<file path="src/logic/div_pkg.sv">
package div_pkg;

  // Width of the operation code
  localparam int op_width = 2;

  // RV32M divide and remainder selectors
  localparam logic [op_width-1:0] op_div  = 2'b00;
  localparam logic [op_width-1:0] op_divu = 2'b01;
  localparam logic [op_width-1:0] op_rem  = 2'b10;
  localparam logic [op_width-1:0] op_remu = 2'b11;

  localparam int data_width_default = 32; // Operand and result width used by the top level

endpackage

</file>
<file path="src/logic/div_finish.sv">
`timescale 1ns/10ps

module div_finish #(
  parameter int width = div_pkg::data_width_default
) (
  input  logic             clk,
  input  logic             rst,
  input  logic             i_done,
  input  logic [width-1:0] i_quotient,
  input  logic [width-1:0] i_remainder,
  input  logic             i_quot_neg,
  input  logic             i_rem_neg,
  input  logic             i_want_rem,
  input  logic             i_special,
  input  logic [width-1:0] i_special_value,
  output logic [width-1:0] result,
  output logic             ready
);

  logic [width-1:0] quotient_fix;
  logic [width-1:0] remainder_fix;
  logic [width-1:0] value;

  always_comb begin
    quotient_fix  = i_quot_neg ? -i_quotient : i_quotient;
    remainder_fix = i_rem_neg ? -i_remainder : i_remainder;
    if (i_special) begin
      value = i_special_value; // Divide by zero or signed overflow
    end else if (i_want_rem) begin
      value = remainder_fix;
    end else begin
      value = quotient_fix;
    end
  end

  always_ff @(posedge clk) begin
    if (!rst) begin
      result <= '0;
      ready  <= 1'b0;
    end else begin
      ready <= i_done;
      if (i_done) begin
        result <= value; // Held until the next operation completes
      end
    end
  end

endmodule

</file>
<file path="src/logic/div_iterate.sv">
`timescale 1ns/10ps

module div_iterate #(
  parameter int width = div_pkg::data_width_default
) (
  input  logic                       clk,
  input  logic                       rst,
  input  logic                       p_valid,
  input  logic [width-1:0]           p_dividend,
  input  logic [width-1:0]           p_divisor,
  input  logic [$clog2(width+1)-1:0] p_steps,
  input  logic                       p_quot_neg,
  input  logic                       p_rem_neg,
  input  logic                       p_want_rem,
  input  logic                       p_special,
  input  logic [width-1:0]           p_special_value,
  output logic                       i_done,
  output logic [width-1:0]           i_quotient,
  output logic [width-1:0]           i_remainder,
  output logic                       i_quot_neg,
  output logic                       i_rem_neg,
  output logic                       i_want_rem,
  output logic                       i_special,
  output logic [width-1:0]           i_special_value
);

  localparam int cnt_width = $clog2(width + 1);

  // Upper half holds the partial remainder, lower half the quotient
  logic [2*width-1:0]   acc;
  logic [2*width:0]     shifted; // Top bit is the guard bit of the shifted partial remainder
  logic [width:0]       diff;
  logic [width-1:0]     divisor;
  logic [cnt_width-1:0] count;
  logic                 running;

  always_comb begin
    shifted = {acc, 1'b0};
    diff    = shifted[2*width:width] - {1'b0, divisor};
  end

  always_ff @(posedge clk) begin
    if (!rst) begin
      running <= 1'b0;
      count   <= '0;
      i_done  <= 1'b0;
    end else begin
      i_done <= 1'b0;
      if (p_valid) begin
        running <= 1'b1;
        count   <= p_steps;
      end else if (running) begin
        if (count == '0) begin
          running <= 1'b0;
          i_done  <= 1'b1;
        end else begin
          count <= count - 1'b1;
        end
      end
    end
  end

  always_ff @(posedge clk) begin
    if (p_valid) begin
      acc             <= {{width{1'b0}}, p_dividend};
      divisor         <= p_divisor;
      i_quot_neg      <= p_quot_neg;
      i_rem_neg       <= p_rem_neg;
      i_want_rem      <= p_want_rem;
      i_special       <= p_special;
      i_special_value <= p_special_value;
    end else if (running && (count != '0)) begin
      if (!diff[width]) begin
        acc <= {diff[width-1:0], shifted[width-1:1], 1'b1}; // Divisor fits so keep the difference
      end else begin
        acc <= shifted[2*width-1:0]; // Restore
      end
    end
  end

  assign i_quotient  = acc[width-1:0];
  assign i_remainder = acc[2*width-1:width];

endmodule

</file>
<file path="src/logic/div_prepare.sv">
`timescale 1ns/10ps

module div_prepare #(
  parameter int width = div_pkg::data_width_default
) (
  input  logic                         clk,
  input  logic                         rst,
  input  logic                         enable,
  input  logic [div_pkg::op_width-1:0] op,
  input  logic [width-1:0]             rdata1,
  input  logic [width-1:0]             rdata2,
  input  logic                         busy_clear,
  output logic                         busy,
  output logic                         p_valid,
  output logic [width-1:0]             p_dividend,
  output logic [width-1:0]             p_divisor,
  output logic [$clog2(width+1)-1:0]   p_steps,
  output logic                         p_quot_neg,
  output logic                         p_rem_neg,
  output logic                         p_want_rem,
  output logic                         p_special,
  output logic [width-1:0]             p_special_value
);

  localparam int cnt_width = $clog2(width + 1);
  localparam logic [width-1:0] min_int = {1'b1, {(width-1){1'b0}}};
  localparam logic [cnt_width-1:0] full_steps = cnt_width'(width);

  logic                 busy_q;
  logic                 accept;
  logic                 is_signed;
  logic                 want_rem;
  logic                 a_neg;
  logic                 b_neg;
  logic [width-1:0]     abs_a;
  logic [width-1:0]     abs_b;
  logic [cnt_width-1:0] lz;
  logic                 found;
  logic                 div_zero;
  logic                 overflow;
  logic [width-1:0]     special_value;
  logic [cnt_width-1:0] steps;

  // A finishing operation frees the unit in the same cycle as its ready pulse
  assign busy   = busy_q & ~busy_clear;
  assign accept = enable & ~busy;

  always_comb begin
    is_signed = (op == div_pkg::op_div) || (op == div_pkg::op_rem);
    want_rem  = (op == div_pkg::op_rem) || (op == div_pkg::op_remu);
    a_neg     = is_signed & rdata1[width-1];
    b_neg     = is_signed & rdata2[width-1];
    abs_a     = a_neg ? -rdata1 : rdata1; // The most negative value maps onto its own magnitude
    abs_b     = b_neg ? -rdata2 : rdata2;
  end

  // Leading zeros of the magnitude are skipped by the iteration stage
  always_comb begin
    lz    = '0;
    found = 1'b0;
    for (int i = width - 1; i >= 0; i--) begin
      if (!found) begin
        if (abs_a[i]) begin
          found = 1'b1;
        end else begin
          lz = lz + 1'b1;
        end
      end
    end
  end

  always_comb begin
    div_zero = (rdata2 == '0);
    overflow = is_signed && (rdata1 == min_int) && (rdata2 == '1);
    if (div_zero) begin
      special_value = want_rem ? rdata1 : '1;
    end else begin
      special_value = want_rem ? '0 : min_int;
    end
    if (div_zero || overflow) begin
      steps = '0;
    end else begin
      steps = full_steps - lz; // Zero when the dividend is zero
    end
  end

  always_ff @(posedge clk) begin
    if (!rst) begin
      busy_q  <= 1'b0;
      p_valid <= 1'b0;
    end else begin
      p_valid <= accept;
      if (accept) begin
        busy_q <= 1'b1;
      end else if (busy_clear) begin
        busy_q <= 1'b0;
      end
    end
  end

  always_ff @(posedge clk) begin
    if (accept) begin
      p_dividend      <= abs_a << lz;
      p_divisor       <= abs_b;
      p_steps         <= steps;
      p_quot_neg      <= a_neg ^ b_neg;
      p_rem_neg       <= a_neg; // Remainder follows the dividend sign
      p_want_rem      <= want_rem;
      p_special       <= div_zero | overflow;
      p_special_value <= special_value;
    end
  end

endmodule

</file>
<file path="src/logic/div_unit.sv">
`timescale 1ns/10ps

module div_unit #(
  parameter int width = div_pkg::data_width_default
) (
  input  logic                         clk,
  input  logic                         rst,
  input  logic                         enable,
  input  logic [div_pkg::op_width-1:0] op,
  input  logic [width-1:0]             rdata1,
  input  logic [width-1:0]             rdata2,
  output logic [width-1:0]             result,
  output logic                         ready,
  output logic                         busy
);

  localparam int cnt_width = $clog2(width + 1);

  logic                 p_valid;
  logic [width-1:0]     p_dividend;
  logic [width-1:0]     p_divisor;
  logic [cnt_width-1:0] p_steps;
  logic                 p_quot_neg;
  logic                 p_rem_neg;
  logic                 p_want_rem;
  logic                 p_special;
  logic [width-1:0]     p_special_value;

  logic                 i_done;
  logic [width-1:0]     i_quotient;
  logic [width-1:0]     i_remainder;
  logic                 i_quot_neg;
  logic                 i_rem_neg;
  logic                 i_want_rem;
  logic                 i_special;
  logic [width-1:0]     i_special_value;

  div_prepare #(
    .width(width)
  ) i_prepare (
    .clk            (clk),
    .rst            (rst),
    .enable         (enable),
    .op             (op),
    .rdata1         (rdata1),
    .rdata2         (rdata2),
    .busy_clear     (ready), // Completion frees the unit for the next start
    .busy           (busy),
    .p_valid        (p_valid),
    .p_dividend     (p_dividend),
    .p_divisor      (p_divisor),
    .p_steps        (p_steps),
    .p_quot_neg     (p_quot_neg),
    .p_rem_neg      (p_rem_neg),
    .p_want_rem     (p_want_rem),
    .p_special      (p_special),
    .p_special_value(p_special_value)
  );

  div_iterate #(
    .width(width)
  ) i_iterate (
    .clk            (clk),
    .rst            (rst),
    .p_valid        (p_valid),
    .p_dividend     (p_dividend),
    .p_divisor      (p_divisor),
    .p_steps        (p_steps),
    .p_quot_neg     (p_quot_neg),
    .p_rem_neg      (p_rem_neg),
    .p_want_rem     (p_want_rem),
    .p_special      (p_special),
    .p_special_value(p_special_value),
    .i_done         (i_done),
    .i_quotient     (i_quotient),
    .i_remainder    (i_remainder),
    .i_quot_neg     (i_quot_neg),
    .i_rem_neg      (i_rem_neg),
    .i_want_rem     (i_want_rem),
    .i_special      (i_special),
    .i_special_value(i_special_value)
  );

  div_finish #(
    .width(width)
  ) i_finish (
    .clk            (clk),
    .rst            (rst),
    .i_done         (i_done),
    .i_quotient     (i_quotient),
    .i_remainder    (i_remainder),
    .i_quot_neg     (i_quot_neg),
    .i_rem_neg      (i_rem_neg),
    .i_want_rem     (i_want_rem),
    .i_special      (i_special),
    .i_special_value(i_special_value),
    .result         (result),
    .ready          (ready)
  );

endmodule

</file>
<file path="config.mk">
export PLATFORM = sky130hd
export DESIGN_NAME = div_unit
export DESIGN_NICKNAME = d
export VERILOG_FILES = /design/src/logic/div_pkg.sv /design/src/logic/div_finish.sv /design/src/logic/div_iterate.sv /design/src/logic/div_prepare.sv /design/src/logic/div_unit.sv
export SDC_FILE = /design/constraint.sdc
export NUM_CORES = 1
export LEC_CHECK = 0
export BUFFER_PORTS_ARGS = -buffer_cell sky130_fd_sc_hd__buf_4
export CORE_ASPECT_RATIO = 0.7
export CORE_MARGIN = 5
export CORE_UTILIZATION = 50
export CTS_BUF_LIST = sky130_fd_sc_hd__clkbuf_4
export DETAILED_ROUTE_END_ITERATION = 10
export PLACE_DENSITY = 0.67
export SYNTH_ARGS = -nofsm -noshare
export SYNTH_HDL_FRONTEND = slang
export SYNTH_HIERARCHICAL = 1
export SYNTH_SLANG_ARGS = --single-unit
export TNS_END_PERCENT = 10
</file>
<file path="constraint.sdc">
create_clock -name clk -period 17.72 [get_ports clk]
set_input_delay 0 -clock clk [delete_from_list [all_inputs] [get_ports clk]]
set_output_delay 0 -clock clk [all_outputs]
set_load 0.05 [all_outputs]
</file>
# Yosys cells after proc, flatten, opt, wreduce, memory -nomap -nowiden
# Cells that the tools add are included.
totals:
  mem_count: 0
  mem_bits_ro: 0
  reg_bits: 281
  latchBits: 0
  output_inout_bits: 34
  inputBits: 69
  word_cells: 237
  ramBits: 0
classes:
  n_eq_ne: 5
  bitwise_logic: 10
  addsub: 38
  div: 0
  shifts: 1
  magnitude_cmp: 0
  reduce_logical: 15
  muxes: 145
  n_mul: 0
op_table:
  columns: ["operator", "count"]
  rows:
  - ["2-to-1 mux 6 bit", 65]
  - ["2-to-1 mux 32 bit", 11]
  - ["adder 6 x 1 -> 6 bit (second input constant)", 30]
  - ["negation 32 bit", 4]
  - ["2-to-1 mux 1 bit", 68]
  - ["equality test 32 bit (second input constant)", 2]
  - ["2-to-1 mux 64 bit", 1]
  - ["subtractor 33 x 32 -> 33 bit", 1]
  - ["logical NOT 32 bit", 1]
  - ["<< shifter 32 x 6 -> 32 bit", 1]
  - ["logical NOT 6 bit", 1]
  - ["nonzero test 2 bit", 3]
  - ["nonzero test 6 bit", 1]
  - ["subtractor 6 x 1 -> 6 bit (second input constant)", 1]
  - ["subtractor 6 bit (first input constant)", 1]
  - ["AND 1 bit", 4]
  - ["equality test 2 bit (second input constant)", 2]
  - ["inverter 1 bit", 4]
  - ["logical AND 1 bit", 3]
  - ["logical OR 1 bit", 3]
  - ["OR reduction 3 bit", 1]
  - ["adder 1 x 1 -> 2 bit (second input constant)", 1]
  - ["logical NOT 2 bit", 1]
  - ["inequality test 2 bit (second input constant)", 1]
  - ["3 further kinds", 3]

# Longest topological paths before layout
# Gate-level depths: netlist of run 1.
depth:
  depth_word: 99
  ltp_mapped: 91
  ltp_nobuf: 88

# Hierarchy
# The synthesis of run 1 kept the hierarchy.
by_module_without_submodules:
  columns: ["mod", "n_inst", "area_per_inst_um2", "seq_area_each_um2", "cells_each"]
  rows:
  - ["div_prepare", 1, 12583.3, 3223.1, 1549]
  - ["div_iterate", 1, 6985.4, 3803.6, 618]
  - ["div_finish", 1, 3156.8, 660.6, 395]

# Worst setup path before layout of run 1
# No wires, ideal clock.
synth_timing:
  path_kind: "input-to-reg"
  start: "input rdata1[0]"
  end: "register i_prepare.p_dividend[27] (data pin)"
  required_time_ns: 17.442
  setup_ns: 0.278
  setup_slack_ns: 1.743
  n_path_buf: 3
  stages: 88
  t_arrival_ns: 15.698
  path_cell_list: "clkbuf_1 inv_1 ha_1 nor3b_2 nand4_2 o41ai_2 xnor2_1 inv_1 o21ai_0 inv_1 ha_1 nor2_1 nor2_1 ha_1 nand2_1 mux2i_1 o2111ai_1 nor2_1 (+52 left out) inv_1 a31oi_1 ha_1 o21bai_1 a31oi_1 ha_1 mux2_2 ha_1 nor2b_1 a211oi_1 o21bai_1 clkbuf_1 clkbuf_1 a211oi_1 a21oi_1 nor2_1 a31oi_1 a211oi_1"
synth_via:
  elab_chain_len: 97
  word_cells_on_any_way: 158
  classes_between: "add/sub: 32; shift: 1; mux: 125"
synth_rtl:
  columns: ["item", "line_no", "rtl"]
  rows:
  - ["from (decl)", "div_unit.sv:10", "input logic [width-1:0] rdata1,"]
  - ["negation 32 bit", "div_prepare.sv:53", "abs_a = a_neg ? -rdata1 : rdata1;"]
  - ["2-to-1 mux 32 bit *", "div_prepare.sv:53", null]
  - ["2-to-1 mux 1 bit", "div_prepare.sv:63", "if (abs_a[i]) begin"]
  - ["adder 1 x 1 -> 2 bit", "div_prepare.sv:66", "lz = lz + 1'b1;"]
  - ["2-to-1 mux 6 bit", "div_prepare.sv:63", null]
  - ["2-to-1 mux 6 bit", "div_prepare.sv:62", "if (!found) begin"]
  - ["adder 6 x 1 -> 6 bit", "div_prepare.sv:66", null]
  - ["2-to-1 mux 6 bit", "div_prepare.sv:63", null]
  - ["(+81 left out)", null, null]
  - ["2-to-1 mux 6 bit", "div_prepare.sv:62", null]
  - ["adder 6 x 1 -> 6 bit", "div_prepare.sv:66", null]
  - ["2-to-1 mux 6 bit", "div_prepare.sv:63", null]
  - ["2-to-1 mux 6 bit", "div_prepare.sv:62", null]
  - ["adder 6 x 1 -> 6 bit", "div_prepare.sv:66", null]
  - ["2-to-1 mux 6 bit", "div_prepare.sv:63", null]
  - ["2-to-1 mux 6 bit", "div_prepare.sv:62", null]
  - ["<< shifter 32 x 6 -> 32 bit *", "div_prepare.sv:103", "p_dividend <= abs_a << lz;"]
  - ["to (signal assigned)", "div_prepare.sv:103", null]
  - ["to (decl)", "div_prepare.sv:15", "output logic [width-1:0] p_dividend,"]
# Every way passes the cells marked *; elsewhere a longest branch is shown, timed or not.
# A chain may end at the register's enable or synchronous reset.

# Worst setup path after layout of run 1
layout_timing:
  start: "input rdata1[1]"
  end: "register i_prepare.p_dividend[31] (data pin)"
# The elaborated chain is that of the path after synthesis.

==> impl_metrics.yaml, run 1 <==
status:
  outcome: "complete, no violations"
power_and_ir_drop:
  internal_power_mw: 1.38
  vdd_ir_drop_max_uv: 67.2
  p_seq_share_pct: 38.4
  p_total_mw: 2.19
  cellLeakagePower_nw: 10.1
  pwr-share-comb_pct: 34.7
  cellPowerDensity_nw_per_um2: 82.4
  switch_pwr_uw: 809
  share_clk_of_total_power_pct: 26.8
  switching_share_pct: 37.0
timing:
  timing.clock.skew_ns: 0.0379
  fmaxAchievable_mhz: 59.9
  slew_headroom_pct: 17.4
  drv_slew: 0
  final_hold_viol_count: 0
  setup_slack_ns: 1.01
  fin_crit_ns: 16.71
  tightestPinTransition_ns: 1.24
  fin_crit_sh_pct: 94.3
  setup-violations-final: 0
drt:
  post_detailed_route_drc_marker_count: 0
  final_antenna_net_count: 0
  postRouteWirelength_um: 79100
  detailedRoute.firstPassIterationCount: 6
  routed_via_density: 6.39
  post_drt_wl_per_cell_um: 22.9
  routed-via-count: 22000
  drtIter0Drc: 2588
synth:
  synth_area_leader_cell: "sky130_fd_sc_hd__edfxtp_1"
  seq_area_frac_synth_pct: 33.8
  syn_area_um2: 22700
  syn_avg_cell_area_um2: 8.87
  synth_top_area_share_pct: 27.2
  total_number_of_yosys_warnings: 6
  synthXorXnorAreaFrac_pct: 10.1
  synth_top_flop_cell: "sky130_fd_sc_hd__edfxtp_1"
  netlist-cell-type-count: 116
  postSynthCellCount: 2562
  synth_enable_flop_cells: 206
  synth-seq-cells: 281
  synth_area_leaders: "sky130_fd_sc_hd__edfxtp_1, sky130_fd_sc_hd__dfxtp_1, sky130_fd_sc_hd__xnor2_1"
  synth_top_family_by_area: "compound AO/OA/AOI/OAI gates"
  yosys-mux-area-fraction_pct: 5.36
  synth_compound_gate_area_share_pct: 21.4
  synthAdderAreaFrac_pct: 3.83
  syn-num-nets: 2700
  post_synth_and_or_nand_nor_area_fraction_pct: 21.1
  postSynth.asyncResetShare_pct: 0
clock_tree:
  tritoncts: "built"
  clock_tree.root_cell: "sky130_fd_sc_hd__clkbuf_4"
  cts.clk_slew.worst_paths_ns: 0.07
  clk_latency_ns: 0.75
  cts-htree-levels: 3
  numClockSinks: 281
  clock_path_buffers: 3
  cts_made_buffers: 69
grt:
  grt_pass1_vias: 20200
  grt_pass1_wl_um: 120000
  grt-ovfl-total: 0
  global_route.usage.total_pct: 30.2
  antenna_violations_before_repair: 2
  largest_net_degree_at_the_start_of_global_routing: 77
final_layout:
  mostFrequentLayoutCell: "sky130_fd_sc_hd__nand2_1"
  layout-drive-gt1-share_pct: 16.3
  layoutNonFillerInstCount: 3447
  total_number_of_nets_in_the_final_design: 2926
  fillers: 3930
  most_frequent_cells_in_the_layout: "sky130_fd_sc_hd__nand2_1, sky130_fd_sc_hd__nor2_1, sky130_fd_sc_hd__edfxtp_1"
  area.growth.synth_to_final_pct: 16.8
worst_setup_path:
  critical_path.endpoint_type: "flop"
  max_stage_delay_ns: 0.56
  worstSetupPathType: "input port to flop"
  rrSetupSlack_ns: 13.42
  cpMaxStageDelayCell: "sky130_fd_sc_hd__dlygate4sd3_1"
  crit_path_dat_ns: 17.28
  critical_path.startpoint_type: "input port"
  worstPathRequired_ns: 18.29
  worst-path-max-fanout: 10
  critPathMostFrequentCell: "sky130_fd_sc_hd__ha_1"
placed_design:
  numPortBuffers: 102
  dp_hpwl_um: 59600
  numPlacedInstances: 3197
  pre_cts_slack_ns: -0.168
  gp_routability_congestion: 0.984
floorplan:
  rows: 65
  die_width_um: 265
  fp.dieArea_um2: 49900
  dieHeight_um: 188
  io_pins: 103
  floorplan.core_area_um2: 45000
  floorplan.initialDensity_pct: 50.5
job:
  drv_cap: 0
hold_path:
  holdCritPathClass: "input port to flop"
[sequential cells by signal (all words and copies together), names as in the netlist, 6 cells and up]
| register | count |
|---|---|
| i_prepare/p_divisor | 32 |
| i_iterate/divisor | 32 |
| i_iterate/count | 6 |
| i_prepare/p_dividend | 32 |
| i_finish/result | 32 |
| i_iterate/i_special_value | 32 |
| i_prepare/p_special_value | 32 |
| i_iterate/acc | 64 |
| i_prepare/p_steps | 6 |
[path summary, 6_finish.rpt]
| check | from | endpoint | cells after the start |
|---|---|---|---|
| max | rdata1[1] | i_prepare/p_dividend[31] | 86 |
| min | rdata2[0] | i_prepare/p_divisor[0] | 2 |
| max reg2reg | i_iterate/acc[32] | i_iterate/acc[62] | 13 |
| min reg2reg | i_prepare/p_special_value[14] | i_iterate/i_special_value[14] | 0 |
[stage by stage]
step / setup TNS, ns / hold WS, ns / util (%) / cell area (µm²)
global placement: 0 / 0.224 / 53.6 / 24100
CTS: 0 / 0.0197 / 58.2 / 26200
global route: -0.295 / 0.0159 / 59.0 / 26500
detailed placement: -0.581 / 0.232 / 53.6 / 24100
floorplan: 0 / 0.0989 / - / 22700
finish: 0 / 0.0868 / 59.0 / 26500
[area by class of cell]
cell class	instances	area, µm²	share of cell area (%)
multi-input cells	2051	14300	54.0
clock buffers	104	781	2.94
diodes	2	5.00	0.0189
clock inverters	21	168	0.632
flip-flops and latches	281	7690	29.0
inverters	117	439	1.65
repair buffers	268	2360	8.88
well taps	603	754	2.84
[critical path: cells and delay by family]
kind,cells,cell delay [ns]
AOI/OAI and AO/OA,31,5.68
adders and majority gates,17,5.26
and+or+nand+nor,22,3.35
buffers and inverters,8,1.48
muxes,6,1.13
xor gates and xnor gates,2,0.33
[per-layer routing]
layer | track usage [%] | vias to the layer above | part of all wire [%]
met1 | 48.1 | 10600 | 48
li1 | - | 10100 | -
met2 | 41.2 | 1140 | 40
met3 | 8.54 | 99 | 11
met4 | 4.60 | 0 | 1.4
met5 | 0 | - | 0
[power groups by stage]
stage	combinational (mW)	sequential [mW]	clock, mW
after floorplan	0.496	0.830	0
after global placement	0.685	0.851	0
after detailed placement	0.694	0.852	0
after CTS	0.720	0.837	0.600
after global routing	0.822	0.845	0.638
final	0.760	0.840	0.586
[cell usage after synthesis, types with 48 or more instances]
library cell / number
sky130_fd_sc_hd__a211oi_1: 53
sky130_fd_sc_hd__a21oi_1: 163
sky130_fd_sc_hd__clkbuf_1: 77
sky130_fd_sc_hd__dfxtp_1: 75
sky130_fd_sc_hd__edfxtp_1: 206
sky130_fd_sc_hd__ha_1: 68
sky130_fd_sc_hd__inv_1: 115
sky130_fd_sc_hd__mux2_2: 48
sky130_fd_sc_hd__mux2i_1: 65
sky130_fd_sc_hd__nand2_1: 241
sky130_fd_sc_hd__nand3_1: 53
sky130_fd_sc_hd__nor2_1: 232
sky130_fd_sc_hd__nor3_1: 84
sky130_fd_sc_hd__o21ai_0: 144
sky130_fd_sc_hd__xnor2_1: 143
sky130_fd_sc_hd__xor2_1: 66
[cell families (layout without fill, tap and decap cells)]
group | count (synthesis) | count (layout)
flip-flops | 281 | 281
XOR/XNOR | 231 | 232
other | 0 | 2
adder cells (fa/ha/maj) | 69 | 69
AO/OA/AOI/OAI | 713 | 714
buffers and inverters | 232 | 510
AND/OR/NAND/NOR | 921 | 921
multiplexers | 115 | 115
[what timing repair did]
item                                    4_1_cts  5_1_grt
endpoints found under the hold margin       141        0
resized for setup                             0       60
buffers inserted                              0       11
endpoints found under the setup margin        0       37
hold buffers                                110        0
No activity file was read; power rests on OpenSTA's default activity.
==> inputs of run 2 (changes only) <==
--- a/config.mk
+++ b/config.mk
@@ -9,7 +9,7 @@
 export CORE_ASPECT_RATIO = 0.7
 export CORE_MARGIN = 5
 export CORE_UTILIZATION = 50
-export CTS_BUF_LIST = sky130_fd_sc_hd__clkbuf_4
+export CTS_BUF_LIST = sky130_fd_sc_hd__clkbuf_8
 export DETAILED_ROUTE_END_ITERATION = 10
 export PLACE_DENSITY = 0.67
 export SYNTH_ARGS = -nofsm -noshare
==> impl_metrics.yaml, run 2 (same netlist as run 1, synthesis figures left out) <==
status:
  outcome: "complete, no violations"
floorplan:
  rows: 65
  floorplan.core_area_um2: 45000
  io_pins: 103
  die_width_um: 265
  floorplan.initialDensity_pct: 50.5
  fp.dieArea_um2: 49900
  dieHeight_um: 188
placed_design:
  numPortBuffers: 102
  gp_routability_congestion: 0.984
  dp_hpwl_um: 59600
  numPlacedInstances: 3197
timing:
  tightestPinTransition_ns: 1.25
  worst_hold_slack_ns: 0.0674
  final_hold_viol_count: 0
  setup-violations-final: 0
  timing.clock.skew_ns: 0.0240
  slew_headroom_pct: 16.7
  fin_crit_ns: 16.67
  drv_slew: 0
  setup_total_negative_slack_ns: 0
  fin_crit_sh_pct: 94.1
  fmaxAchievable_mhz: 60.0
worst_setup_path:
  critical_path.startpoint_type: "input port"
  crit_path_dat_ns: 17.08
  worst-path-max-fanout: 18
  largest_delay_contributor_family_on_the_critical_path: "compound AO/OA/AOI/OAI gates"
  worstSetupPathType: "input port to flop"
  max_stage_delay_ns: 0.57
  rr_worst_depth: 13
  worstPathRequired_ns: 18.13
  worst_r2r_startpoint: "i_iterate/acc[32]"
  critical_path.endpoint_type: "flop"
  critPathMostFrequentCell: "sky130_fd_sc_hd__ha_1"
  cp_num_buf_inv: 8
  cpMaxStageDelayCell: "sky130_fd_sc_hd__or4_4"
  worst_r2r_endpoint: "i_iterate/acc[62]"
  rrSetupSlack_ns: 13.41
hold_path:
  min_path_cells: 3
  min_to: "i_prepare/p_special_value[4]"
  holdCritPathClass: "input port to flop"
  min-delay-start: "rdata1[4]"
drt:
  drtIter0Drc: 2639
  detailedRoute.firstPassIterationCount: 6
  routed_via_density: 6.42
  routed-via-count: 21700
  final_antenna_net_count: 0
  post_drt_wl_per_cell_um: 23.2
  post_detailed_route_drc_marker_count: 0
  postRouteWirelength_um: 78800
clock_tree:
  clk_latency_ns: 0.57
  numClockSinks: 281
  clock_tree.root_cell: "sky130_fd_sc_hd__clkbuf_8"
  cts.clk_slew.worst_paths_ns: 0.07
  clock_path_buffers: 3
  tritoncts: "built"
  cts-htree-levels: 2
  cts_made_buffers: 43
final_layout:
  layoutNonFillerInstCount: 3389
  mostFrequentLayoutCell: "sky130_fd_sc_hd__nand2_1"
  most_frequent_cells_in_the_layout: "sky130_fd_sc_hd__nand2_1, sky130_fd_sc_hd__nor2_1, sky130_fd_sc_hd__edfxtp_1"
  total_number_of_nets_in_the_final_design: 2891
  layout-drive-gt1-share_pct: 14.8
  largest_reg_flops: 64
  area.growth.synth_to_final_pct: 15.8
  fillers: 3948
  largest-register: "i_iterate/acc"
power_and_ir_drop:
  cellPowerDensity_nw_per_um2: 81.0
  cellLeakagePower_nw: 10.0
  vdd_ir_drop_max_uv: 71.0
grt:
  global_route.usage.total_pct: 29.9
  grt-ovfl-total: 0
  largest_net_degree_at_the_start_of_global_routing: 77
  grt_pass1_vias: 19700
  grt_pass1_wl_um: 119000
  antenna_violations_before_repair: 2
job:
  drv_cap: 0
==> run 2: cell count changes in the layout (fill, tap and decap cells not counted), moves of 3 or more <==
cell / delta
sky130_fd_sc_hd__buf_4: +8
sky130_fd_sc_hd__clkbuf_4: -104
sky130_fd_sc_hd__clkbuf_8: +46
sky130_fd_sc_hd__clkinv_1: -3
sky130_fd_sc_hd__dlygate4sd3_1: -17
sky130_fd_sc_hd__inv_1: +12
sky130_fd_sc_hd__nor4_1: -3
==> run 2: final cells by class <==
cell class                 instances  area, µm²  area share, %
inverter                         117        442           1.68
multi-input combinational       2051      14400           54.6
timing repair buffer             259       2250           8.54
sequential                       281       7690           29.2
antenna                            2       5.00         0.0190
tap                              603        754           2.87
clock inverter                    30        185          0.704
clock buffer                      46        633           2.41
==> run 2: power breakdown <==
| part | switching (mW) | internal [mW] | leakage (nW) |
|---|---|---|---|
| logic | 0.466 | 0.290 | 6.97 |
| clock network | 0.263 | 0.270 | 0.464 |
| registers | 0.0705 | 0.771 | 2.58 |
==> run 2: worst min-delay path, delay by kind of cell <==
| kind | cells | cell delay (ns) |
|---|---|---|
| AO/OA/AOI/OAI | 1 | 0.15 |
| buffers and inverters | 2 | 0.25 |
==> run 2: metrics by stage <==
| step | power (mW) | util (%) | setup WS, ns | instance area (µm²) |
|---|---|---|---|---|
| 6_report | 2.13 | 58.5 | 1.05 | 26300 |
| 5_1_grt | 2.24 | 58.5 | -0.0566 | 26300 |
| 4_1_cts | 2.10 | 57.5 | 0.0791 | 25900 |
| 3_5_place_dp | 1.55 | 53.6 | -0.168 | 24100 |
| 3_3_place_gp | 1.54 | 53.6 | 0.475 | 24100 |
| 2_1_floorplan | 1.33 | - | 1.74 | 22700 |
==> run 2: worst max-delay path by stage <==
stage,startpoint,endpoint,slack [ns],cells after the start
finish,rdata1[21],i_prepare/p_steps[5],1.05,83
detailed placement,rdata1[0],i_prepare/p_dividend[4],-0.17,84
global placement,rdata1[0],i_prepare/p_dividend[25],0.48,87
global route,rdata1[21],i_prepare/p_dividend[25],-0.06,87
floorplan,rdata1[0],i_prepare/p_dividend[27],1.74,88
CTS,rdata1[21],i_prepare/p_dividend[4],0.08,83
==> run 2: what timing repair did <==
item,CTS,global route
hold buffers,93,0
setup endpoints to repair,0,37
gates resized for setup,0,61
hold endpoints to repair,90,0
buffers inserted,0,19
==> run 2: metal layers <==
layer  GRT usage (%)  vias to the layer above  part of all wire [%]
met5               0                        -                     0
met4            4.60                        0                   1.3
met3            7.22                       79                    11
met2            40.6                     1142                    40
met1            48.4                    10500                    48
li1                -                    10000                     -
